===== src/common/cpu_consts.svh =====
`ifndef CPU_CONSTS_SVH
`define CPU_CONSTS_SVH

// Datapath and address width
`define DATA_W 32

// Destination register number width
`define REG_AW 5

// Data RAM size in 32-bit words
`define DMEM_WORDS 256

`endif

===== src/common/exceptTypesPkg.sv =====
`default_nettype none

`include "cpu_consts.svh"

package exceptTypesPkg;

    // Address error on load (adel) or on store (ades)
    typedef enum logic [1:0] {
        excNone,
        excAdel,
        excAdes
    } exceptCauseT;

    typedef struct packed {
        exceptCauseT         cause;
        logic [`DATA_W-1:0]  pc;
    } exceptReportT;

endpackage

`default_nettype wire


===== src/design/exceptCtrl.sv =====
`timescale 1ns/1ps
`default_nettype none

`include "cpu_consts.svh"

module exceptCtrl (
    input  logic                            clk,
    input  logic                            reset,
    input  logic                            misalign,
    input  exceptTypesPkg::exceptCauseT     misalignCause,
    input  logic [`DATA_W-1:0]              misalignPc,
    input  logic                            extFlush,
    output logic                            stageFlush,
    output logic                            excValid,
    output exceptTypesPkg::exceptReportT    exc,
    output logic [7:0]                      excCount
);
    import exceptTypesPkg::*;

    exceptCauseT        causeQ;
    logic [`DATA_W-1:0] epcQ;

    always_ff @(posedge clk) begin
        if (reset) begin
            causeQ   <= excNone;
            epcQ     <= '0;
            excCount <= 8'd0;
        end else if (misalign) begin
            causeQ <= misalignCause;
            epcQ   <= misalignPc;
            // Count sticks at its maximum
            if (excCount != 8'hff) begin
                excCount <= excCount + 8'd1;
            end
        end
    end

    // Live fault while it is in the memory stage or else the last recorded one
    assign excValid = misalign;
    assign exc = misalign ? exceptReportT'{cause: misalignCause, pc: misalignPc}
                          : exceptReportT'{cause: causeQ, pc: epcQ};

    // Kill the younger instruction entering EXE/MEM
    assign stageFlush = extFlush || misalign;

endmodule

`default_nettype wire


===== config.mk =====
export PLATFORM = sky130hd
export DESIGN_NAME = exceptCtrl
export DESIGN_NICKNAME = d
export VERILOG_FILES = /design/src/common/exceptTypesPkg.sv /design/src/design/exceptCtrl.sv
export VERILOG_INCLUDE_DIRS = /design/src /design/src/common
export SDC_FILE = /design/constraint.sdc
export NUM_CORES = 1
export LEC_CHECK = 0
export BUFFER_PORTS_ARGS = -buffer_cell sky130_fd_sc_hd__buf_2
export CORE_MARGIN = 4
export CORE_UTILIZATION = 49
export DETAILED_ROUTE_END_ITERATION = 12
export PLACE_DENSITY_LB_ADDON = 0.25
export RECOVER_POWER = 100
export SYNTH_ARGS = -nofsm -noshare
export SYNTH_HDL_FRONTEND = slang
export SYNTH_SLANG_ARGS = --single-unit

===== constraint.sdc =====
create_clock -name clk -period 2.38 [get_ports clk]
set_input_delay 0.238 -clock clk [delete_from_list [all_inputs] [get_ports clk]]
set_output_delay 0.238 -clock clk [all_outputs]
set_load 0.01 [all_outputs]

==> results.txt <==
Cts bufs inserted - 5
Port buffer count - 81
Syn-to-layout area delta - 23.89%
Most frequent cells in the layout - clkbuf_1, dfxtp_1, buf_2
Hold_sp - misalignPc[13]
Run status - completed
Critical Path Max Stage Delay - 0.41 ns
Flop2flop setup slack - 0.73 ns
Die area - 4578 um^2
Die Y - 67.66 um
Synth Instances - 157
Synth unique cells - 24
Layout Skew - 0.005968 ns
Post-CTS setup buffers - 0
RSZ-0062 raised after global routing - false
Clk slew on worst S/H paths - 0.11 ns
Routed WL per cell - 12.28 um
Syn nets - 196
ANT cells - 0
Worst r2r dst - excCount[0]
Layout cells sized above 1 - 0.3305
TNS Setup - 0 ns
GRT Total Usage - 0.1605
Static Leak - 0.0009193 uW
First-pass GRT wire length - 5368 um
Global route overflow - 0
FFs w/ async S/R, synth - 0
Post-DRT Antenna Nets - 0
Ports - 82
Pwr dens - 612.3 nW/um^2
Metal2 WL - 1619 um
WHS Endpoint - epcQ[13]
Final Critical Period - 1.747 ns
Dpl hpwl - 2484 um
FF-to-FF path depth - 4
CP max-delay cell - buf_2
CTS sink cnt - 42
Achievable frequency - 572.3 MHz
CP cell instances - buf_2 > buf_4 > mux2_2 > clkbuf_1
Most common cell after layout, fill and taps aside - clkbuf_1
CP Class - in -> out
CP arrival - 1.51 ns
Metal1 wirelength - 1465 um
Post-CTS Resized - 0
Via-to-Cell Ratio - 4.862
DRC viols - 0
Final setup viols - 0
Root Buffer - clkbuf_4
Initial Util - 0.5146
1st-pass router iterations - 4
Iter 0 DRT Violations - 71
Largest net degree at the start of global routing - 47
Routed WL - 3464 um
Post-synthesis sequential area ratio - 0.4821
DR top layer - met4
CTS tree - done
Rows - 21
Synthesized flop and latch total - 42
Warnings, synthesis - 0
Via count - 1371
VDD IR max - 343.0 uV
EDFF count, synth - 0
Worst setup SP type - input port
Die W - 67.66 um
Max Root-Sink Buffers - 2
Via count of the first global-routing pass - 1281
Initial antenna violation count - 0
Max-slew violations - 0
Clk Latency, worst-skew pair - 0.35 ns
Endpoint class of the critical path - output port
Worst Hold Depth - 3
Fin util - 0.6375
Final period utilization - 0.7341
CP Max Fanout - 25
Mapped cell area - 1744 um^2
Post-CTS Hold Fix Bufs - 0
Worst-margin pin slew - 0.7787 ns
Fin nets - 274
Slew HR - 0.4808
Synth Flop Type - dfxtp_1
Depth of the CTS H-tree - 2
WP data required - 2.14 ns
MaxCap Viol Count - 0
Final hold vios - 0
Met3 routed WL - 301 um
Core area - 3390 um^2
Min-Delay Path Class - in -> reg
R2r startpoint - excCount[0]
RePlAce Congestion - 0.6845
Syn Area/Cell - 11.11 um^2
## synth_stat cells (all sizes together) (2+ instances only)
| cell type | instances | area share |
|---|---|---|
| mux2 | 36 | 0.23 |
| nand2b | 3 | 0.011 |
| a21oi | 6 | 0.017 |
| nor2 | 2 | 0.0043 |
| clkbuf | 5 | 0.011 |
| and3 | 4 | 0.014 |
| nand2 | 2 | 0.0043 |
| nor2b | 36 | 0.13 |
| a211oi | 3 | 0.013 |
| and4 | 2 | 0.010 |
| buf | 6 | 0.020 |
| dfxtp | 42 | 0.48 |
## final cells by class
class,instances,area (um^2)
Timing Repair Buffer,82,357.8
Clock buffer,7,55.05
Multi-Input combinational cell,104,844.6
Fill cell,314,1229
Clock inverter,1,5.005
Tap cell,46,57.56
Sequential cell,42,840.8
## worst max-delay path: cells and delay by family
family | cells | cell delay (ns)
buffers and inverters | 3 | 0.88
muxes | 1 | 0.37
## cell families after synthesis
kind of cell	after synthesis	share of synthesized area
AO/OA/AOI/OAI	12	0.04447
adder cells (fa/ha/maj)	1	0.007172
buffers and inverters	11	0.03156
flip-flops	42	0.4821
multiplexers	37	0.2382
AND/OR/NAND/NOR	54	0.1966
## worst max path at each step
stage	from	to	slack, ns	cells past startpoint
2_1_floorplan	excCount[0]	excCount[0]	0.95	4
3_3_place_gp	misalign	exc[1]	0.61	4
3_5_place_dp	misalign	exc[30]	0.62	4
4_1_cts	misalign	exc[30]	0.62	4
5_1_grt	misalign	exc[9]	0.55	4
6_report	misalign	exc[9]	0.63	4
## routing by layer
| layer | track usage | vias up |
|---|---|---|
| met1 | 0.1757 | 623 |
| met2 | 0.2649 | 47 |
| li1 | - | 693 |
| met3 | 0.05990 | 8 |
| met5 | 0 | - |
| met4 | 0.09114 | 0 |
## where the power goes
group	total, uW	leakage (uW)	switching, uW	internal (uW)
Sequential	753	0.000346	13.0	740
Clock	359	0.0000353	216	143
Combinational	211	0.000538	104	108
## registers in the layout (all words and copies together), names as in the netlist
| register | cells |
|---|---|
| epcQ | 32 |
| excCount | 8 |
| causeQ | 2 |
## stage by stage
stage | instance area, um^2 | std cells | setup WS [ns] | hold slack [ns] | total power, uW
2_1_floorplan | 1744 | 157 | 0.9453 | 0.5156 | 908.7
3_3_place_gp | 2160 | 274 | 0.6138 | 0.5045 | 994.4
3_5_place_dp | 2160 | 274 | 0.6179 | 0.5137 | 998.2
4_1_cts | 2220 | 282 | 0.6154 | 0.2167 | 1357
5_1_grt | 2161 | 282 | 0.5460 | 0.2420 | 1397
6_report | 2161 | 282 | 0.6328 | 0.2250 | 1323
(Power assumes the default switching activity.)
