[src/common/cpu_consts.svh]
`ifndef CPU_CONSTS_SVH
`define CPU_CONSTS_SVH

// Datapath and address width
`define DATA_W 32

// Destination register number width
`define REG_AW 5

// Data RAM size in 32-bit words
`define DMEM_WORDS 256

`endif
[src/common/pipeTypesPkg.sv]
`default_nettype none

`include "cpu_consts.svh"

package pipeTypesPkg;

    typedef enum logic [2:0] {
        aluAdd,
        aluSub,
        aluAnd,
        aluOr,
        aluXor,
        aluSlt,
        aluSltu,
        aluSll
    } aluOpT;

    typedef enum logic [2:0] {
        ldNone,
        ldLb,
        ldLbu,
        ldLh,
        ldLhu,
        ldLw
    } loadT;

    typedef enum logic [1:0] {
        stNone,
        stSb,
        stSh,
        stSw
    } storeT;

    // Valid stays the first field because the top level qualifies it by position
    typedef struct packed {
        logic                valid;
        logic [`DATA_W-1:0]  pc;
        logic [`DATA_W-1:0]  opA;
        logic [`DATA_W-1:0]  opB;
        logic [15:0]         imm;
        logic                useImm;
        aluOpT               aluOp;
        loadT                loadType;
        storeT               storeType;
        logic [`REG_AW-1:0]  dst;
        logic                regWrite;
    } issueBundleT;

    typedef struct packed {
        logic                valid;
        logic [`DATA_W-1:0]  pc;
        logic [`DATA_W-1:0]  aluOut;
        logic [`DATA_W-1:0]  storeData;
        logic [3:0]          byteEn;
        loadT                loadType;
        storeT               storeType;
        logic [`REG_AW-1:0]  dst;
        logic                regWrite;
    } exeMemBundleT;

    typedef struct packed {
        logic                valid;
        logic [`DATA_W-1:0]  pc;
        logic [`DATA_W-1:0]  aluOut;
        loadT                loadType;
        logic [1:0]          addrLow;
        logic [`REG_AW-1:0]  dst;
        logic                regWrite;
    } memWbBundleT;

    typedef struct packed {
        logic [`DATA_W-1:0]  pc;
        logic [`REG_AW-1:0]  dst;
        logic                regWrite;
        logic [`DATA_W-1:0]  value;
    } retireT;

endpackage

`default_nettype wire

[src/design/execUnit.sv]
`timescale 1ns/1ps
`default_nettype none

`include "cpu_consts.svh"

module execUnit (
    input  pipeTypesPkg::issueBundleT  issue,
    output pipeTypesPkg::exeMemBundleT exeMem
);
    import pipeTypesPkg::*;

    logic [`DATA_W-1:0] immExt;
    logic [`DATA_W-1:0] srcB;
    logic [`DATA_W-1:0] aluRes;
    logic [`DATA_W-1:0] effAddr;
    logic [`DATA_W-1:0] laneData;
    logic [3:0]         byteEn;
    logic               isMem;

    assign immExt = {{(`DATA_W - 16){issue.imm[15]}}, issue.imm};
    assign srcB   = issue.useImm ? immExt : issue.opB;

    always_comb begin
        case (issue.aluOp)
            aluAdd:  aluRes = issue.opA + srcB;
            aluSub:  aluRes = issue.opA - srcB;
            aluAnd:  aluRes = issue.opA & srcB;
            aluOr:   aluRes = issue.opA | srcB;
            aluXor:  aluRes = issue.opA ^ srcB;
            aluSlt:  aluRes = {{(`DATA_W - 1){1'b0}}, $signed(issue.opA) < $signed(srcB)};
            aluSltu: aluRes = {{(`DATA_W - 1){1'b0}}, issue.opA < srcB};
            default: aluRes = issue.opA << srcB[4:0];
        endcase
    end

    // Base register plus offset for loads and stores
    assign effAddr = issue.opA + immExt;
    assign isMem   = (issue.loadType != ldNone) || (issue.storeType != stNone);

    // Store data is replicated across lanes and the byte enables pick the lane
    always_comb begin
        case (issue.storeType)
            stSb: begin
                laneData = {4{issue.opB[7:0]}};
                byteEn   = 4'b0001 << effAddr[1:0];
            end
            stSh: begin
                laneData = {2{issue.opB[15:0]}};
                byteEn   = effAddr[1] ? 4'b1100 : 4'b0011;
            end
            stSw: begin
                laneData = issue.opB;
                byteEn   = 4'b1111;
            end
            default: begin
                laneData = issue.opB;
                byteEn   = 4'b0000;
            end
        endcase
    end

    assign exeMem = '{
        valid:     issue.valid,
        pc:        issue.pc,
        aluOut:    isMem ? effAddr : aluRes,
        storeData: laneData,
        byteEn:    byteEn,
        loadType:  issue.loadType,
        storeType: issue.storeType,
        dst:       issue.dst,
        regWrite:  issue.regWrite
    };

endmodule

`default_nettype wire

[config.mk]
export PLATFORM = sky130hd
export DESIGN_NAME = execUnit
export DESIGN_NICKNAME = d
export VERILOG_FILES = /design/src/common/pipeTypesPkg.sv /design/src/design/execUnit.sv
export VERILOG_INCLUDE_DIRS = /design/src /design/src/common
export SDC_FILE = /design/constraint.sdc
export NUM_CORES = 1
export LEC_CHECK = 0
export BUFFER_PORTS_ARGS = -buffer_cell sky130_fd_sc_hd__buf_2
export CORE_MARGIN = 3
export CORE_UTILIZATION = 41
export DETAILED_ROUTE_END_ITERATION = 16
export GPL_ROUTABILITY_DRIVEN = 0
export SLEW_MARGIN = 20
export SYNTH_ARGS = -nofsm -noshare
export SYNTH_HDL_FRONTEND = slang
export SYNTH_SLANG_ARGS = --single-unit
[constraint.sdc]
create_clock -name vclk -period 6.1
set_input_delay 0.61 -clock vclk [all_inputs]
set_output_delay 0.61 -clock vclk [all_outputs]
set_load 0.05 [all_outputs]
==> out/metrics.yaml, run 1 <==
status:
  status: "complete, no violations"
finish:
  nets: 1836
  seq_cells: 0
  nClkBuffers: 0
  regArea_um2: 0
  drive_gt1_share_pct: 15.1
  multi_input_area_mm2: 0.00917
  fillers: 2629
  area_growth_pct: 6.18
detailed_routing:
  drtPass1Iterations: 6
  wl_met2_um: 19400
  post_drt_wl_per_cell_um: 24.6
  via_per_inst: 6.73
  dr.first_iter.drc_count: 1710
  drt_wl_total_um: 46000
  route.vias.total: 12600
  ant_nets: 0
  drc: 0
  dr_wl_met3_um: 5360
  top_layer_used: "met5"
  drt-met1-wl_um: 18600
clock_tree:
  cts_resized: 0
  cts_hold_buffers: 0
  cts_setup_buffers: 0
timing:
  tightest_slew_ns: 0.928
  max_slew_margin_pct: 38.0
  rsz0062_at_grt: "no"
  setup_violations: 0
  hold_viol: 0
  period_needed_ns: 5.66
  slew_viol_final: 0
  fin_setup_tns_ns: 0
  finalCritPeriodShare_pct: 92.8
  fmax_mhz: 177
global_routing:
  grt_pass1_wl_um: 68200
  grt_overflow_total: 0
  grt_max_degree: 43
  first_global_vias: 11500
  track_usage_pct: 32.2
  grt_antenna_before_repair: 2
placed_design:
  hpwlAfterDp_um: 37100
  numPortBuffers: 162
critical_path:
  arrival_ns: 5.05
  end_kind: "output pin"
  start_kind: "primary input"
  crit_type: "in2out"
  critPathMaxFanout: 17
  cp.required_ns: 5.49
yosys:
  ys_seq_area_share_pct: 0
  synth_cell_types: 83
  yosys_warnings: 0
  syn_area_per_cell_um2: 6.87
  yosys-top-cells-area: "ha_1 (19%), a21oi_1 (8.2%), mux2i_1 (4.3%)"
  synth_cells: 1513
  synth_most_common_cell: "a21oi_1"
  netlist.area_leader.share_pct: 18.5
  ys_top_cells_by_count: "a21oi_1 (170), ha_1 (154), nor2_1 (119)"
  syn_nets: 1798
  synth_top_area_cell: "ha_1"
  netlist_area_mm2: 0.0104
die:
  rows: 57
  die_w_um: 165
  start_util_pct: 42.2
  die_area_mm2: 0.0273
  core_area_mm2: 0.0246
  die_h_um: 165
  io_pins: 240
run:
  maxCapViolCount: 0
worst_hold_path:
  hp-class: "in2out"
-- through the flow --
stage	utilization [%]	hold slack [ns]	setup slack (ns)	area, um^2	std cells
after CTS	44.8	1.22	0.507	11000	1873
after floorplan	-	1.39	0.547	10400	1513
after detailed placement	44.8	1.22	0.520	11000	1873
after global placement	44.8	1.22	0.667	11000	1873
after global routing	44.8	1.22	0.222	11000	1873
final	44.8	1.22	0.436	11000	1874
-- critical path: stages --
cell and delay (ns):
buf_2 0.33, clkinv_1 0.47, a21oi_1 0.45, ha_1 0.39
or3_1 0.43, or4_1 0.46, a2111oi_2 0.34, nor3_2 0.15
o311ai_1 0.33, a221o_1 0.26, a221oi_2 0.08, mux2i_1 0.13
o32a_1 0.38, buf_2 0.22
-- layout by cell type, fill, tap and decap left out, types with 25 or more instances in the layout --
cell        n
nor3_1     34
a21oi_1   170
xnor2_1    32
o211ai_1   27
nand3_1    26
buf_4      25
nor2_1    119
buf_2     162
inv_1     114
o21ai_0    61
a22oi_1    34
ha_1      154
a21o_1     32
a211oi_1   34
nand2_1   116
mux2i_1    43
-- layout make-up --
cell class	instances	share of cell area, %
inverters	120	4.08
well taps	324	3.68
repair buffers	187	9.05
diodes	1	0.0227
multi-input cells	1242	83.2
-- final timing paths --
check                       from     endpoint  slack, ns  cells after the start
worst max-delay path   issue[14]   exeMem[78]       0.44                     14
worst min-delay path  issue[116]  exeMem[100]       1.22                      0
-- logic make-up after synthesis --
kind of cell	count (synthesis)	share of synthesized area, %
mux	71	9.94
xor+xnor	45	3.79
compound gates	561	36.6
simple gates	408	18.6
buf+inv	271	11.9
fa+ha+maj	157	19.1
-- per-layer routing --
layer / global-route usage [%] / vias up
met2: 49.6 / 856
met4: 14.7 / 2
met1: 43.4 / 5935
li1: - / 5652
met3: 6.24 / 161
met5: 0 / -
==> run 2, diff against run 1 <==
--- a/config.mk
+++ b/config.mk
@@ -11,6 +11,7 @@
 export CORE_UTILIZATION = 41
 export DETAILED_ROUTE_END_ITERATION = 16
 export GPL_ROUTABILITY_DRIVEN = 0
+export REMOVE_ABC_BUFFERS = 1
 export SLEW_MARGIN = 20
 export SYNTH_ARGS = -nofsm -noshare
 export SYNTH_HDL_FRONTEND = slang
==> out/metrics.yaml, run 2 (synthesis results as in run 1) <==
pwr:
  finalPower_uw: 1530
  p_per_area_mw_per_mm2: 138
  leakage_uw: 0.00511
  worst_ir_drop_vdd_v: 0.000101
global_routing:
  grt_overflow_total: 0  # unchanged
  track_usage_pct: 32.0  # was 32.2%
  first_global_vias: 11300  # was 11500
  grt_max_degree: 39  # was 43
  grt_antenna_before_repair: 1  # was 2
  grt_pass1_wl_um: 68200  # about the same
finish:
  mostFrequentLayoutCells: "a21oi_1 (170), buf_2 (162), ha_1 (154)"  # unchanged
  regArea_um2: 0  # unchanged
  area_growth_pct: 6.78  # was 6.18%
  nets: 1845  # was 1836
  final_area_mm2: 0.0111  # was 0.0110 mm^2
  antennaDiodeCount: 0  # was 1
  nClkBuffers: 0  # unchanged
  drive_gt1_share_pct: 15.5  # was 15.1%
  seq_cells: 0  # unchanged
  multi_input_area_mm2: 0.00917  # about the same
  fillers: 2591  # was 2629
  final_common_cell: "a21oi_1"  # unchanged
timing:
  holdWs_ns: 1.22  # about the same
  fin_setup_tns_ns: 0  # unchanged
  fin_ws_ns: 0.281  # was 0.436 ns
  tightest_slew_ns: 0.965  # was 0.928 ns
  hold_viol: 0  # unchanged
  finalCritPeriodShare_pct: 95.4  # was 92.8%
  setup_violations: 0  # unchanged
  fmax_mhz: 172  # was 177 MHz
  max_slew_margin_pct: 35.0  # was 38.0%
  rsz0062_at_grt: "no"  # unchanged
  slew_viol_final: 0  # unchanged
  period_needed_ns: 5.82  # was 5.66 ns
worst_hold_path:
  hp-class: "in2out"  # unchanged
critical_path:
  cp.required_ns: 5.49  # about the same
  crit_top_cell: "buf_2"  # unchanged
  critPathMaxStageDelay_ns: 0.72  # was 0.47 ns
  crit_type: "in2out"  # unchanged
  arrival_ns: 5.21  # was 5.05 ns
  cp_slowest_cell: "a2111oi_2"  # was clkinv_1
  path_cells: "buf_2 > buf_4 > mux2i_1 > ha_1 > a21o_1 > a221oi_2 > o21ai_0 > a2111oi_2 > nor3_1 > o2111ai_1 > a211oi_1 > o31ai_1 > a32oi_1 > buf_2"  # was buf_2 > clkinv_1 > a21oi_1 > ha_1 > or3_1 > or4_1 > a2111oi_2 > nor3_2 > o311ai_1 > a221o_1 > a221oi_2 > mux2i_1 > o32a_1 > buf_2
  critPathMaxFanout: 12  # was 17
  end_kind: "output pin"  # unchanged
  start_kind: "primary input"  # unchanged
run:
  maxCapViolCount: 0  # unchanged
detailed_routing:
  via_per_inst: 6.61  # was 6.73
  ant_nets: 0  # unchanged
  post_drt_wl_per_cell_um: 24.4  # was 24.6 um
  drtPass1Iterations: 6  # unchanged
  drc: 0  # unchanged
  drt_wl_total_um: 46000  # about the same
  route.vias.total: 12400  # was 12600
  dr.first_iter.drc_count: 1940  # was 1710
die:
  die_area_mm2: 0.0273  # unchanged
  rows: 57  # unchanged
  io_pins: 240  # unchanged
  core_area_mm2: 0.0246  # unchanged
  die_w_um: 165  # unchanged
  die_h_um: 165  # unchanged
  start_util_pct: 42.2  # unchanged
placed_design:
  numPortBuffers: 162  # unchanged
  dpl-instance-area_mm2: 0.0111  # was 0.0110 mm^2
  hpwlAfterDp_um: 37000  # was 37100 um
  dp_slack_ns: 0.511  # was 0.520 ns
clock_tree:
  cts_setup_buffers: 0  # unchanged
  cts_resized: 0  # unchanged
  cts_hold_buffers: 0  # unchanged
status:
  status: "complete, no violations"  # unchanged
## run 2: changes by cell type in the layout (fill, tap and decap cells not counted), sizes merged
cell / change
buf: +9
diode: -1
## run 2: final timing paths
check / from / end / slack, ns / cells past startpoint
worst min-delay path: issue[105] / exeMem[89] / 1.22 / 0
worst max-delay path: issue[14] / exeMem[77] / 0.28 / 14
## run 2: worst max-delay path, delay by kind of cell
| kind | cells | cell delay, ns |
|---|---|---|
| buffers and inverters | 3 | 0.88 |
| adders and majority gates | 1 | 0.42 |
| AOI/OAI and AO/OA | 8 | 2.68 |
| muxes | 1 | 0.39 |
| and+or+nand+nor | 1 | 0.22 |
## run 2: metrics by stage
step,cells,util (%)
finish,1882,45.1
global route,1882,45.1
CTS,1882,45.1
detailed placement,1882,45.1
global placement,1882,45.1
floorplan,1362,-
## run 2: area by class of cell
type                            instances  area share (%)
Multi-Input combinational cell       1242            82.7
Tap cell                              324            3.65
Timing Repair Buffer                  196            9.61
Inverter                              120            4.06
## run 2: power by group
part | leakage, uW | internal (uW) | switching (uW)
clock | 0 | 0 | 0
sequential | 0 | 0 | 0
combinational | 0.00511 | 488 | 1040
## run 2: routing by layer
layer  track usage [%]  share of wire [%]  up-vias
met4              9.72                3.8        2
met3              6.61                 12      120
met5              2.65               0.18        -
li1                  -                  -     5666
met1              45.6                 43     5800
met2              48.0                 41      853
Note: power is estimated with default switching activity, not from simulation.
==> run 3, diff against run 2 <==
==> constraint.sdc (replaced) <==
create_clock -name vclk -period 7.1
set_input_delay 0.71 -clock vclk [all_inputs]
set_output_delay 0.71 -clock vclk [all_outputs]
set_load 0.05 [all_outputs]
==> out/metrics.yaml, run 3 (synthesis results as in run 1) <==
global_routing:
  grt_max_degree: 36  # was 39
  grt_overflow_total: 0  # unchanged
  grt_antenna_before_repair: 1  # unchanged
  grt_pass1_wl_um: 68500  # was 68200 um
  first_global_vias: 11300  # about the same
  track_usage_pct: 31.9  # was 32.0%
die:
  rows: 57  # unchanged
  die_h_um: 165  # unchanged
  core_area_mm2: 0.0246  # unchanged
  die_area_mm2: 0.0273  # unchanged
  die_w_um: 165  # unchanged
  start_util_pct: 42.2  # unchanged
  io_pins: 240  # unchanged
timing:
  finalCritPeriodShare_pct: 88.6
  hold_viol: 0  # unchanged
  slew_viol_final: 0  # unchanged
  fmax_mhz: 159
  setup_violations: 0  # unchanged
  period_needed_ns: 6.29
  max_slew_margin_pct: 34.5  # was 35.0%
  fin_ws_ns: 0.809  # was 0.281 ns
  rsz0062_at_grt: "no"  # unchanged
  tightest_slew_ns: 0.978  # was 0.965 ns
detailed_routing:
  dr.first_iter.drc_count: 1756  # was 1940
  via_per_inst: 6.59  # was 6.61
  ant_nets: 0  # unchanged
  drt_wl_total_um: 45600  # was 46000 um
  drc: 0  # unchanged
  drtPass1Iterations: 6  # unchanged
  route.vias.total: 12300  # was 12400
  post_drt_wl_per_cell_um: 24.4  # about the same
finish:
  regArea_um2: 0  # unchanged
  nets: 1831  # was 1845
  mostFrequentLayoutCells: "a21oi_1 (170), buf_2 (162), ha_1 (154)"  # unchanged
  seq_cells: 0  # unchanged
  area_growth_pct: 5.79  # was 6.78%
  final_common_cell: "a21oi_1"  # unchanged
  drive_gt1_share_pct: 14.8  # was 15.5%
  nClkBuffers: 0  # unchanged
  antennaDiodeCount: 0  # unchanged
  fillers: 2620  # was 2591
clock_tree:
  cts_setup_buffers: 0  # unchanged
  cts_hold_buffers: 0  # unchanged
  cts_resized: 0  # unchanged
pwr:
  p_per_area_mw_per_mm2: 119  # was 138 mW/mm^2
  leakage_uw: 0.00504  # was 0.00511 uW
  worst_ir_drop_vdd_v: 0.0000762  # was 0.000101 V
  finalPower_uw: 1300  # was 1530 uW
critical_path:
  critPathMaxFanout: 17  # was 12
  critPathMaxStageDelay_ns: 0.72  # about the same
  end_kind: "output pin"  # unchanged
  critical_path_depth: 14  # unchanged
  crit_type: "in2out"  # unchanged
  cp_top_family: "compound AO/OA/AOI/OAI gates"  # unchanged
  cp.required_ns: 6.39  # was 5.49 ns
  start_kind: "primary input"  # unchanged
  worst-path-buf-inv: 3  # unchanged
  arrival_ns: 5.58  # was 5.21 ns
  crit_top_cell: "buf_2"  # unchanged
  cp_slowest_cell: "a21oi_1"  # was a2111oi_2
  path_cells: "buf_2 > clkinv_1 > a21oi_1 > ha_1 > or3_1 > or4_1 > a2111oi_2 > nor3_2 > o311ai_1 > a221o_1 > a221oi_2 > mux2i_1 > o32a_1 > buf_2"  # was buf_2 > buf_4 > mux2i_1 > ha_1 > a21o_1 > a221oi_2 > o21ai_0 > a2111oi_2 > nor3_1 > o2111ai_1 > a211oi_1 > o31ai_1 > a32oi_1 > buf_2
status:
  status: "complete, no violations"  # unchanged
worst_hold_path:
  hp-class: "in2out"  # unchanged
  whs_path_depth: 0  # unchanged
run:
  maxCapViolCount: 0  # unchanged
placed_design:
  hpwlAfterDp_um: 36400  # was 37000 um
  dp_slack_ns: 1.02  # was 0.511 ns
  numPortBuffers: 162  # unchanged
[run 3: cell types whose count changed in the layout (fill, tap and decap cells not counted)]
cell / change
buf_4: -14
nor2b_1: -1
nor2b_2: +1
[run 3: cell type report]
type               instances  area (um^2)  area share (%)
well taps                324          405            3.69
inverters                120          450            4.10
repair buffers           182          961            8.74
multi-input cells       1242         9170            83.5
[run 3: routing by layer]
metal	global-route usage (%)	wire [um]	vias to the layer above
met4	6.37	1160	4
met3	8.28	5770	82
li1	-	-	5640
met1	44.6	19400	5773
met2	49.3	19200	806
met5	2.65	92	-
[run 3: power breakdown]
group          switching [uW]  internal (uW)
combinational             892            411
sequential                  0              0
clock                       0              0
total                     892            411
[run 3: worst paths after layout]
path,startpoint,endpoint
hold / removal,issue[105],exeMem[89]
setup / recovery,issue[14],exeMem[78]
[run 3: stage by stage]
| stage | utilization (%) | cell area (um^2) | instances | TNS, ns | hold WS, ns |
|---|---|---|---|---|---|
| after floorplan | - | 9600 | 1362 | -0.148 | 1.42 |
| after global placement | 44.7 | 11000 | 1868 | 0 | 1.42 |
| after detailed placement | 44.7 | 11000 | 1868 | 0 | 1.42 |
| after CTS | 44.7 | 11000 | 1868 | 0 | 1.42 |
| after global routing | 44.7 | 11000 | 1868 | 0 | 1.42 |
| final | 44.7 | 11000 | 1868 | 0 | 1.42 |
