==> config.mk <==
export PLATFORM = sky130hd
export DESIGN_NAME = memAccess
export DESIGN_NICKNAME = d
export VERILOG_FILES = /design/src/common/exceptTypesPkg.sv /design/src/common/pipeTypesPkg.sv /design/src/memStage/memAccess.sv
export VERILOG_INCLUDE_DIRS = /design/src /design/src/common
export SDC_FILE = /design/constraint.sdc
export NUM_CORES = 1
export LEC_CHECK = 0
export BUFFER_PORTS_ARGS = -buffer_cell sky130_fd_sc_hd__buf_2
export CAP_MARGIN = 10
export CORE_AREA = 2 2 161 163
export DETAILED_ROUTE_END_ITERATION = 10
export DIE_AREA = 0 0 163 165
export PLACE_DENSITY_LB_ADDON = 0.05
export SYNTH_ARGS = -nofsm -noshare
export SYNTH_HDL_FRONTEND = slang
export SYNTH_SLANG_ARGS = --single-unit
==> constraint.sdc <==
create_clock -name vclk -period 5.6
set_clock_uncertainty 0.2 [all_clocks]
set_input_delay 1.12 -clock vclk [all_inputs]
set_output_delay 1.12 -clock vclk [all_outputs]
set_load 0.005 [all_outputs]
==> src/common/cpu_consts.svh <==
`ifndef CPU_CONSTS_SVH
`define CPU_CONSTS_SVH

// Datapath and address width
`define DATA_W 32

// Destination register number width
`define REG_AW 5

// Data RAM size in 32-bit words
`define DMEM_WORDS 256

`endif
==> src/common/exceptTypesPkg.sv <==
`default_nettype none

`include "cpu_consts.svh"

package exceptTypesPkg;

    // Address error on load (adel) or on store (ades)
    typedef enum logic [1:0] {
        excNone,
        excAdel,
        excAdes
    } exceptCauseT;

    typedef struct packed {
        exceptCauseT         cause;
        logic [`DATA_W-1:0]  pc;
    } exceptReportT;

endpackage

`default_nettype wire

==> src/common/pipeTypesPkg.sv <==
`default_nettype none

`include "cpu_consts.svh"

package pipeTypesPkg;

    typedef enum logic [2:0] {
        aluAdd,
        aluSub,
        aluAnd,
        aluOr,
        aluXor,
        aluSlt,
        aluSltu,
        aluSll
    } aluOpT;

    typedef enum logic [2:0] {
        ldNone,
        ldLb,
        ldLbu,
        ldLh,
        ldLhu,
        ldLw
    } loadT;

    typedef enum logic [1:0] {
        stNone,
        stSb,
        stSh,
        stSw
    } storeT;

    // Valid stays the first field because the top level qualifies it by position
    typedef struct packed {
        logic                valid;
        logic [`DATA_W-1:0]  pc;
        logic [`DATA_W-1:0]  opA;
        logic [`DATA_W-1:0]  opB;
        logic [15:0]         imm;
        logic                useImm;
        aluOpT               aluOp;
        loadT                loadType;
        storeT               storeType;
        logic [`REG_AW-1:0]  dst;
        logic                regWrite;
    } issueBundleT;

    typedef struct packed {
        logic                valid;
        logic [`DATA_W-1:0]  pc;
        logic [`DATA_W-1:0]  aluOut;
        logic [`DATA_W-1:0]  storeData;
        logic [3:0]          byteEn;
        loadT                loadType;
        storeT               storeType;
        logic [`REG_AW-1:0]  dst;
        logic                regWrite;
    } exeMemBundleT;

    typedef struct packed {
        logic                valid;
        logic [`DATA_W-1:0]  pc;
        logic [`DATA_W-1:0]  aluOut;
        loadT                loadType;
        logic [1:0]          addrLow;
        logic [`REG_AW-1:0]  dst;
        logic                regWrite;
    } memWbBundleT;

    typedef struct packed {
        logic [`DATA_W-1:0]  pc;
        logic [`REG_AW-1:0]  dst;
        logic                regWrite;
        logic [`DATA_W-1:0]  value;
    } retireT;

endpackage

`default_nettype wire

==> src/memStage/memAccess.sv <==
`timescale 1ns/1ps
`default_nettype none

`include "cpu_consts.svh"

module memAccess (
    input  logic                                clk,
    input  logic                                reset,
    input  pipeTypesPkg::exeMemBundleT          exeMem,
    output pipeTypesPkg::memWbBundleT           memWb,
    input  pipeTypesPkg::memWbBundleT           memWbQ,
    output logic [$clog2(`DMEM_WORDS)-1:0]      ramAddr,
    output logic                                ramWe,
    output logic [3:0]                          ramByteEn,
    output logic [`DATA_W-1:0]                  ramWdata,
    input  logic [`DATA_W-1:0]                  ramRdata,
    output logic                                misalign,
    output exceptTypesPkg::exceptCauseT         misalignCause,
    output logic                                retireValid,
    output pipeTypesPkg::retireT                retire
);
    import pipeTypesPkg::*;
    import exceptTypesPkg::*;

    logic               loadMis;
    logic               storeMis;
    logic [`DATA_W-1:0] shifted;
    logic [`DATA_W-1:0] wbValue;

    // Halfwords need bit 0 clear, words need both low bits clear
    always_comb begin
        case (exeMem.loadType)
            ldLh, ldLhu: loadMis = exeMem.aluOut[0];
            ldLw:        loadMis = |exeMem.aluOut[1:0];
            default:     loadMis = 1'b0;
        endcase
        case (exeMem.storeType)
            stSh:    storeMis = exeMem.aluOut[0];
            stSw:    storeMis = |exeMem.aluOut[1:0];
            default: storeMis = 1'b0;
        endcase
    end

    assign misalign      = exeMem.valid && (loadMis || storeMis);
    assign misalignCause = !misalign ? excNone : (storeMis ? excAdes : excAdel);

    assign ramAddr   = exeMem.aluOut[$clog2(`DMEM_WORDS)+1:2];
    assign ramWe     = exeMem.valid && (exeMem.storeType != stNone) && !misalign;
    assign ramByteEn = exeMem.byteEn;
    assign ramWdata  = exeMem.storeData;

    // A faulting access is dropped here and never reaches writeback
    assign memWb = '{
        valid:    exeMem.valid && !misalign,
        pc:       exeMem.pc,
        aluOut:   exeMem.aluOut,
        loadType: exeMem.loadType,
        addrLow:  exeMem.aluOut[1:0],
        dst:      exeMem.dst,
        regWrite: exeMem.regWrite
    };

    // Bring the addressed byte or halfword down to bit 0
    assign shifted = ramRdata >> {memWbQ.addrLow, 3'b000};

    always_comb begin
        case (memWbQ.loadType)
            ldLb:    wbValue = {{(`DATA_W - 8){shifted[7]}}, shifted[7:0]};
            ldLbu:   wbValue = {{(`DATA_W - 8){1'b0}}, shifted[7:0]};
            ldLh:    wbValue = {{(`DATA_W - 16){shifted[15]}}, shifted[15:0]};
            ldLhu:   wbValue = {{(`DATA_W - 16){1'b0}}, shifted[15:0]};
            ldLw:    wbValue = ramRdata;
            default: wbValue = memWbQ.aluOut;
        endcase
    end

    assign retireValid = memWbQ.valid;
    assign retire = '{
        pc:       memWbQ.pc,
        dst:      memWbQ.dst,
        regWrite: memWbQ.regWrite,
        value:    wbValue
    };

    noWriteOnFault: assert property (
        @(posedge clk) disable iff (reset) !(ramWe && misalign)
    ) else $error("RAM write issued for a misaligned access");

endmodule

`default_nettype wire

==> results of run 1 <==
-- cell families after synthesis --
group	share of synthesized area, %
buf+inv	49.0
simple gates	13.2
compound gates	28.8
mux	9.05
-- final cells by class --
type / instances / area (um2)
Fill cell: 2985 / 22600
Inverter: 5 / 18.8
Multi-Input combinational cell: 207 / 1370
Tap cell: 330 / 413
Timing Repair Buffer: 128 / 658
-- metal layers --
layer	vias up	track usage, %	routed length [um]
met5	-	0	0
met4	0	2.49	333
met3	44	1.13	599
met2	124	13.5	5270
met1	1152	10.4	5340
li1	1111	-	-
-- worst paths after layout --
| path | from | to | depth (start not counted) |
|---|---|---|---|
| min | exeMem[3] | memWb[3] | 0 |
| max | memWbQ[7] | retire[16] | 5 |
-- metrics by stage --
stage / hold slack [ns] / total power [mW] / setup slack (ns) / instances / instance area, um2
floorplan: 2.12 / 0.204 / 2.04 / 390 / 2670
global placement: 2.04 / 0.226 / 0.857 / 670 / 2450
detailed placement: 2.04 / 0.224 / 0.849 / 670 / 2450
CTS: 2.04 / 0.226 / 0.773 / 670 / 2450
global route: 2.04 / 0.242 / 0.772 / 670 / 2450
finish: 2.04 / 0.218 / 0.932 / 670 / 2450
-- power by group through the flow --
stage	registers, mW	clock network, mW	logic [mW]
3_3_place_gp	0	0	0.226
3_5_place_dp	0	0	0.224
4_1_cts	0	0	0.226
2_1_floorplan	0	0	0.204
5_1_grt	0	0	0.242
6_report	0	0	0.218
-- placed cells by master, fill, tap and decap left out, drive strengths merged, types with 2 or more instances in the layout --
| cell type | n |
|---|---|
| buf | 128 |
| a21oi | 34 |
| nor2 | 31 |
| nand2 | 30 |
| mux2i | 14 |
| o21ai | 14 |
| a22oi | 11 |
| o2bb2ai | 10 |
| a221oi | 8 |
| mux2 | 7 |
| o311ai | 5 |
| nor2b | 4 |
| a32oi | 4 |
| a22o | 4 |
| nor3 | 4 |
| inv | 3 |
| a221o | 3 |
| nand2b | 3 |
| a32o | 3 |
| o22ai | 3 |
| clkinv | 2 |
| and2 | 2 |
| nand3 | 2 |
==> reports/qor.yml, run 1 <==
run_status: "finished, final reports clean"
seq_cells: 0
starting_density_of_the_core_pct: 10.7
internal_power_mw: 0.0927
routed_wire_length_per_instance_um: 17.2
wl_um: 11500
cp.required_ns: 4.28
worst_slew_margin_rel_pct: 45.2
antenna_cells_inserted: 0
report.final.setup_viol: 0
grt_antenna_before_repair: 0
worst-slew-pin-transition_ns: 0.820
syn_to_final_growth_pct: -7.97
place.detailed.hpwl_um: 9370
timing.critical_path.cells: "buf_2, mux4_2, o311ai_4, a21oi_1, buf_2"
worst_ep_arrival_time_ns: 3.35
seq_power_share_pct: 0
route.antenna.remaining_nets: 0
placementRows: 58
period_share_pct: 83.4
fmax_mhz: 214
path_max_fanout: 22
floorplan.io_pins: 417
fin_crit_ns: 4.67
clock_network_fraction_of_total_power_pct: 0
grt_pass1_wl_um: 16400
synth.top_cells.by_area: "buf_4 (45%), a21oi_1 (6.2%), mux2i_1 (5.3%)"
hold_path.class: "in2out"
route.detailed.vias_per_inst: 3.63
total_count_of_max_transition_violations_in_the_final_report: 0
syn_area_um2: 2670
drt-initial-drc-count: 103
synth.largest_area_cell: "buf_4"
final.setup.tns_ns: 0
final_core_occ_pct: 9.81
sw_frac_of_total_pct: 57.4
cts_resized: 0
path_delay_family: "compound AO/OA/AOI/OAI gates"
groute.usage.overall_pct: 7.97
syn_area_per_cell_um2: 6.84
syn_nets: 612
startpoint_type: "input port"
final.clkbuf_count: 0
yosysMostFrequentCell: "buf_4"
drt-pass1-iter-count: 4
power_density_nw_per_um2: 88.6
rsz0062_at_grt: "false"
fp.dieArea_um2: 26900
crit_top_cell: "buf_2"
gate_count_after_technology_mapping: 390
post_synth_num_cell_types: 41
cp-end-kind: "output pin"
synth.yosys.warnings: 0
worst-path-buf-inv: 2
switching_power_of_the_nets_mw: 0.125
power.leakage_nw: 0.999
power.ir.vdd_worst_v: 0.0000165
dr_total_vias: 2431
global_route.overflow_total: 0
die_y_um: 165
post-route-drc-count: 0
core-area_um2: 25000
cts_setup_buffers: 0
library_cell_contributing_the_largest_single_delay_on_the_critical_path: "o311ai_4"
worstSetupPathType: "in2out"
finalHoldViolations: 0
synth_sequential_area_ratio_pct: 0
place.gp.congestion: 0.675
layout_cell_share_with_drive_strength_beyond_1_pct: 41.8
ff_latch_area_um2: 0
numPortBuffers: 121
grt_pass1_vias: 2591
cts_hold_buf: 0
final_nets: 564
timing.critical_path.slowest_cell_delay_ns: 0.71
power_frac_comb_pct: 100.0
yosysTopAreaCellShare_pct: 44.7
timing.max_cap.violations: 0
grt_start_max_net_pins: 33
chipWidth_um: 163
synth_common_cells: "buf_4 (159), a21oi_1 (33), nor2_1 (31)"
Note: power is estimated with default switching activity, not from simulation.
==> run 2: changes to the inputs <==
--- a/config.mk
+++ b/config.mk
@@ -6,11 +6,12 @@
 export SDC_FILE = /design/constraint.sdc
 export NUM_CORES = 1
 export LEC_CHECK = 0
+export ABC_AREA = 1
 export BUFFER_PORTS_ARGS = -buffer_cell sky130_fd_sc_hd__buf_2
 export CAP_MARGIN = 10
-export CORE_AREA = 2 2 161 163
+export CORE_AREA = 2 2 163 165
 export DETAILED_ROUTE_END_ITERATION = 10
-export DIE_AREA = 0 0 163 165
+export DIE_AREA = 0 0 165 167
 export PLACE_DENSITY_LB_ADDON = 0.05
 export SYNTH_ARGS = -nofsm -noshare
 export SYNTH_HDL_FRONTEND = slang
==> constraint.sdc (replaced) <==
create_clock -name vclk -period 4.7
set_clock_uncertainty 0.2 [all_clocks]
set_input_delay 0.94 -clock vclk [all_inputs]
set_output_delay 0.94 -clock vclk [all_outputs]
set_load 0.005 [all_outputs]
==> reports/qor.yml, run 2 <==
mostFrequentLayoutCell: "nand2_1"
gr_util_met3_pct: 1.22
yosysMostFrequentCell: "buf_4"
n_fill_cell: 3085
power.ir.vdd_worst_v: 0.0000160
syn_to_final_growth_pct: -10.3
drt-pass1-iter-count: 4
place.detailed.hpwl_um: 8780
numPortBuffers: 121
routed_wire_length_per_instance_um: 14.5
path_max_fanout: 24
ff_latch_area_um2: 0
critical_path.startpoint: "memWbQ[6]"
grt_antenna_before_repair: 0
route.detailed.vias_per_inst: 3.37
post_synth_num_cell_types: 22
startpoint_type: "input port"
yosysTopAreaCellShare_pct: 46.3
synth_sequential_area_ratio_pct: 0
grt_pass1_vias: 2775
post-route-drc-count: 0
grt_use_met2_pct: 13.5
rsz0062_at_grt: "false"
antenna_cells_inserted: 0
cts_setup_buffers: 0
total_count_of_max_transition_violations_in_the_final_report: 0
synth.top_cells.by_area: "buf_4 (46%), nand2_1 (18%), nand3_1 (11%)"
timing.max_cap.violations: 0
finalHoldViolations: 0
fin_crit_ns: 3.76
seq_cells: 0
floorplan.io_pins: 417
grtUsageMet1_pct: 9.12
route.antenna.remaining_nets: 0
dr_total_vias: 2525
syn_nets: 690
place.gp.congestion: 0.676
cts_resized: 0
drt-initial-drc-count: 59
grt_start_max_net_pins: 27
grt_pass1_wl_um: 16000
fp.dieArea_um2: 27600
busiest_layer: "met2"
power_density_nw_per_um2: 93.6
chipWidth_um: 165
placementRows: 59
whs_endpoint: "memWb[26]"
fmax_mhz: 266
layout_cell_share_with_drive_strength_beyond_1_pct: 34.2
postPlaceCellArea_um2: 2370
syn_area_per_cell_um2: 5.65
report.final.setup_viol: 0
cp-end-kind: "output pin"
global_route.overflow_total: 0
timing.hold.worst_path_depth: 0
worstSetupPathType: "in2out"
hold_path.class: "in2out"
groute.usage.overall_pct: 7.49
starting_density_of_the_core_pct: 10.3
cts_hold_buf: 0
final.clkbuf_count: 0
final_area_um2: 2370
power.leakage_nw: 1.33
most_frequent_cells_in_the_layout: "nand2_1 (124), buf_2 (121), nand3_1 (58)"
worst-slew-pin-transition_ns: 0.694
setup_ws_ns: 0.940
syn_area_um2: 2640
cp.required_ns: 3.56
core-area_um2: 25800
die_y_um: 167
period_share_pct: 80.0
worst_slew_margin_rel_pct: 53.7
worst_ep_arrival_time_ns: 2.62
gate_count_after_technology_mapping: 468
worstHoldStart: "exeMem[62]"
pre_cts_slack_ns: 0.913
synth.yosys.warnings: 0
final.setup.tns_ns: 0
final_nets: 639
synth.largest_area_cell: "buf_4"
run_status: "finished, final reports clean"
synth_common_cells: "buf_4 (163), nand2_1 (124), nand3_1 (58)"
wl_um: 10900
run 2: cell type report:
type / instances / area [um2] / share of cell area [%]
Inverter: 49 / 191 / 8.07
Timing Repair Buffer: 123 / 621 / 26.2
Multi-Input combinational cell: 243 / 1140 / 48.1
Tap cell: 335 / 419 / 17.7
run 2: how the worst max path moves through the flow:
stage / end / slack, ns / cells past startpoint
2_1_floorplan: retire[16] / 1.81 / 8
3_3_place_gp: retire[22] / 0.89 / 7
3_5_place_dp: retire[8] / 0.91 / 7
4_1_cts: retire[8] / 0.91 / 7
5_1_grt: retire[16] / 0.73 / 7
6_report: retire[8] / 0.94 / 7
run 2: routing by layer:
| metal | vias up | share of wire (%) |
|---|---|---|
| met5 | - | 0 |
| met4 | 0 | 2.2 |
| met3 | 34 | 6.6 |
| met2 | 123 | 49 |
| met1 | 1167 | 42 |
| li1 | 1201 | - |
run 2: where the power goes:
group	total (mW)	internal (mW)	switching, mW
Clock	0	0	0
Sequential	0	0	0
Combinational	0.222	0.0890	0.133
run 2: cell families (layout without fill, tap and decap cells):
kind of cell | count (synthesis) | count (layout) | share of synthesized area (%)
buf+inv | 225 | 172 | 56.8
simple gates | 233 | 233 | 40.4
compound gates | 10 | 10 | 2.75
run 2: worst max-delay path: stages:
cell and delay [ns]:
buf_2 0.11, inv_2 0.32, nand2_1 0.09, nand3_1 0.11
nand3_2 0.55, nand4_1 0.32, buf_2 0.15
run 2: per-stage QoR:
| stage | hold WS (ns) | util [%] | power, mW | cells |
|---|---|---|---|---|
| final | 1.68 | 9.21 | 0.222 | 750 |
| after global routing | 1.68 | 9.21 | 0.257 | 750 |
| after CTS | 1.68 | 9.21 | 0.232 | 750 |
| after detailed placement | 1.68 | 9.21 | 0.231 | 750 |
| after global placement | 1.68 | 9.21 | 0.234 | 750 |
| after floorplan | 1.76 | - | 0.226 | 468 |
==> run 3: changes to the inputs <==
--- a/config.mk
+++ b/config.mk
@@ -6,12 +6,12 @@
 export SDC_FILE = /design/constraint.sdc
 export NUM_CORES = 1
 export LEC_CHECK = 0
-export ABC_AREA = 1
+export ABC_AREA = 0
 export BUFFER_PORTS_ARGS = -buffer_cell sky130_fd_sc_hd__buf_2
 export CAP_MARGIN = 10
-export CORE_AREA = 2 2 163 165
+export CORE_AREA = 2 2 164 166
 export DETAILED_ROUTE_END_ITERATION = 10
-export DIE_AREA = 0 0 165 167
+export DIE_AREA = 0 0 166 168
 export PLACE_DENSITY_LB_ADDON = 0.05
 export SYNTH_ARGS = -nofsm -noshare
 export SYNTH_HDL_FRONTEND = slang
==> constraint.sdc (replaced) <==
create_clock -name vclk -period 3.8
set_clock_uncertainty 0.2 [all_clocks]
set_input_delay 0.76 -clock vclk [all_inputs]
set_output_delay 0.76 -clock vclk [all_outputs]
set_load 0.005 [all_outputs]
==> reports/qor.yml, run 3 (synthesis gave the netlist of run 1 again) <==
place.gp.congestion: 0.666
ff_latch_area_um2: 0
timing.critical_path.slowest_cell_delay_ns: 0.63
fin_crit_ns: 3.46
worst_slew_margin_rel_pct: 51.7
grt_antenna_before_repair: 0
period_share_pct: 91.2
dr_total_vias: 2460
power.ir.vdd_worst_v: 0.0000213
cts_hold_buf: 0
seq_cells: 0
worstSetupPathType: "in2out"
grt_pass1_wl_um: 19100
postPlaceCellArea_um2: 2620
critical_path.startpoint: "memWbQ[7]"
fmax_mhz: 289
timing.max_cap.violations: 0
cts_setup_buffers: 0
run_status: "finished, final reports clean"
startpoint_type: "input port"
final.clkbuf_count: 0
numPortBuffers: 121
floorplan.io_pins: 417
global_route.overflow_total: 0
placementRows: 60
groute.usage.overall_pct: 8.98
worst_ep_arrival_time_ns: 2.50
crit_top_cell: "buf_2"
report.final.setup_viol: 0
final_core_occ_pct: 9.94
starting_density_of_the_core_pct: 10.1
layout_cell_share_with_drive_strength_beyond_1_pct: 44.2
antenna_cells_inserted: 0
post-route-drc-count: 0
place.detailed.hpwl_um: 11400
syn_to_final_growth_pct: -1.83
library_cell_contributing_the_largest_single_delay_on_the_critical_path: "o311ai_4"
grt_pass1_vias: 2586
wl_um: 13500
finalHoldViolations: 0
chipWidth_um: 166
mostFrequentLayoutCell: "buf_2"
hold_path.class: "in2out"
fp.dieArea_um2: 27900
route.antenna.remaining_nets: 0
timing.critical_path.cells: "buf_2, mux4_2, o311ai_4, buf_4, a21oi_1, buf_2"
grt_start_max_net_pins: 31
path_max_fanout: 12
routed_wire_length_per_instance_um: 19.4
drt-initial-drc-count: 78
most_frequent_cells_in_the_layout: "buf_2 (121), a21oi_1 (32), nor2_1 (31)"
critical_path.endpoint: "retire[24]"
final_nets: 579
total_count_of_max_transition_violations_in_the_final_report: 0
cp-end-kind: "output pin"
rsz0062_at_grt: "false"
drt-pass1-iter-count: 4
final_area_um2: 2620
power_density_nw_per_um2: 133
worst-slew-pin-transition_ns: 0.723
die_y_um: 168
core-area_um2: 26400
route.detailed.vias_per_inst: 3.53
final.setup.tns_ns: 0
cts_resized: 0
cp.required_ns: 2.84
power.leakage_nw: 1.09
-- run 3: changes by cell type in the layout (fill, tap and decap cells not counted), sizes merged, moves of 14 or more --
cell / before / now
mux2i: 0 / 14
a21oi: 8 / 34
inv: 49 / 3
buf: 123 / 143
nand3: 59 / 2
nand2: 130 / 30
nand4: 25 / 0
-- run 3: where the power goes --
| group | internal (mW) | switching (mW) | leakage, nW |
|---|---|---|---|
| clock network | 0 | 0 | 0 |
| logic | 0.153 | 0.195 | 1.09 |
| registers | 0 | 0 | 0 |
| total | 0.153 | 0.195 | 1.09 |
-- run 3: critical path, delay by kind of cell --
kind	cells	cell delay (ns)
multiplexers	1	0.55
AO/OA/AOI/OAI	2	0.70
buffers and inverters	3	0.49
-- run 3: cell type report --
class	count	area (um2)
fillers	3122	23700
inverters	5	18.8
multi-input cells	207	1370
repair buffers	143	808
well taps	341	427
-- run 3: worst min-delay path by stage --
stage,from,endpoint,slack (ns),cells past startpoint
after floorplan,exeMem[0],memWb[0],1.40,1
after global placement,exeMem[61],memWb[25],1.32,0
after detailed placement,exeMem[61],memWb[25],1.32,0
after CTS,exeMem[61],memWb[25],1.32,0
after global routing,exeMem[58],memWb[22],1.32,0
final,exeMem[1],memWb[1],1.32,0
-- run 3: stage by stage --
step	hold WS [ns]	std cells	setup WS, ns	power, mW
floorplan	1.40	390	0.957	0.300
global placement	1.32	696	0.270	0.363
detailed placement	1.32	696	0.255	0.363
CTS	1.32	696	0.250	0.365
global route	1.32	696	0.168	0.389
finish	1.32	696	0.336	0.349
-- run 3: per-layer routing --
metal	GRT usage, %	up-vias	part of all wire, %
met5	0	-	0
met3	1.62	40	6.3
met4	2.46	0	2.6
met1	11.0	1152	41
li1	-	1143	-
met2	16.1	125	50
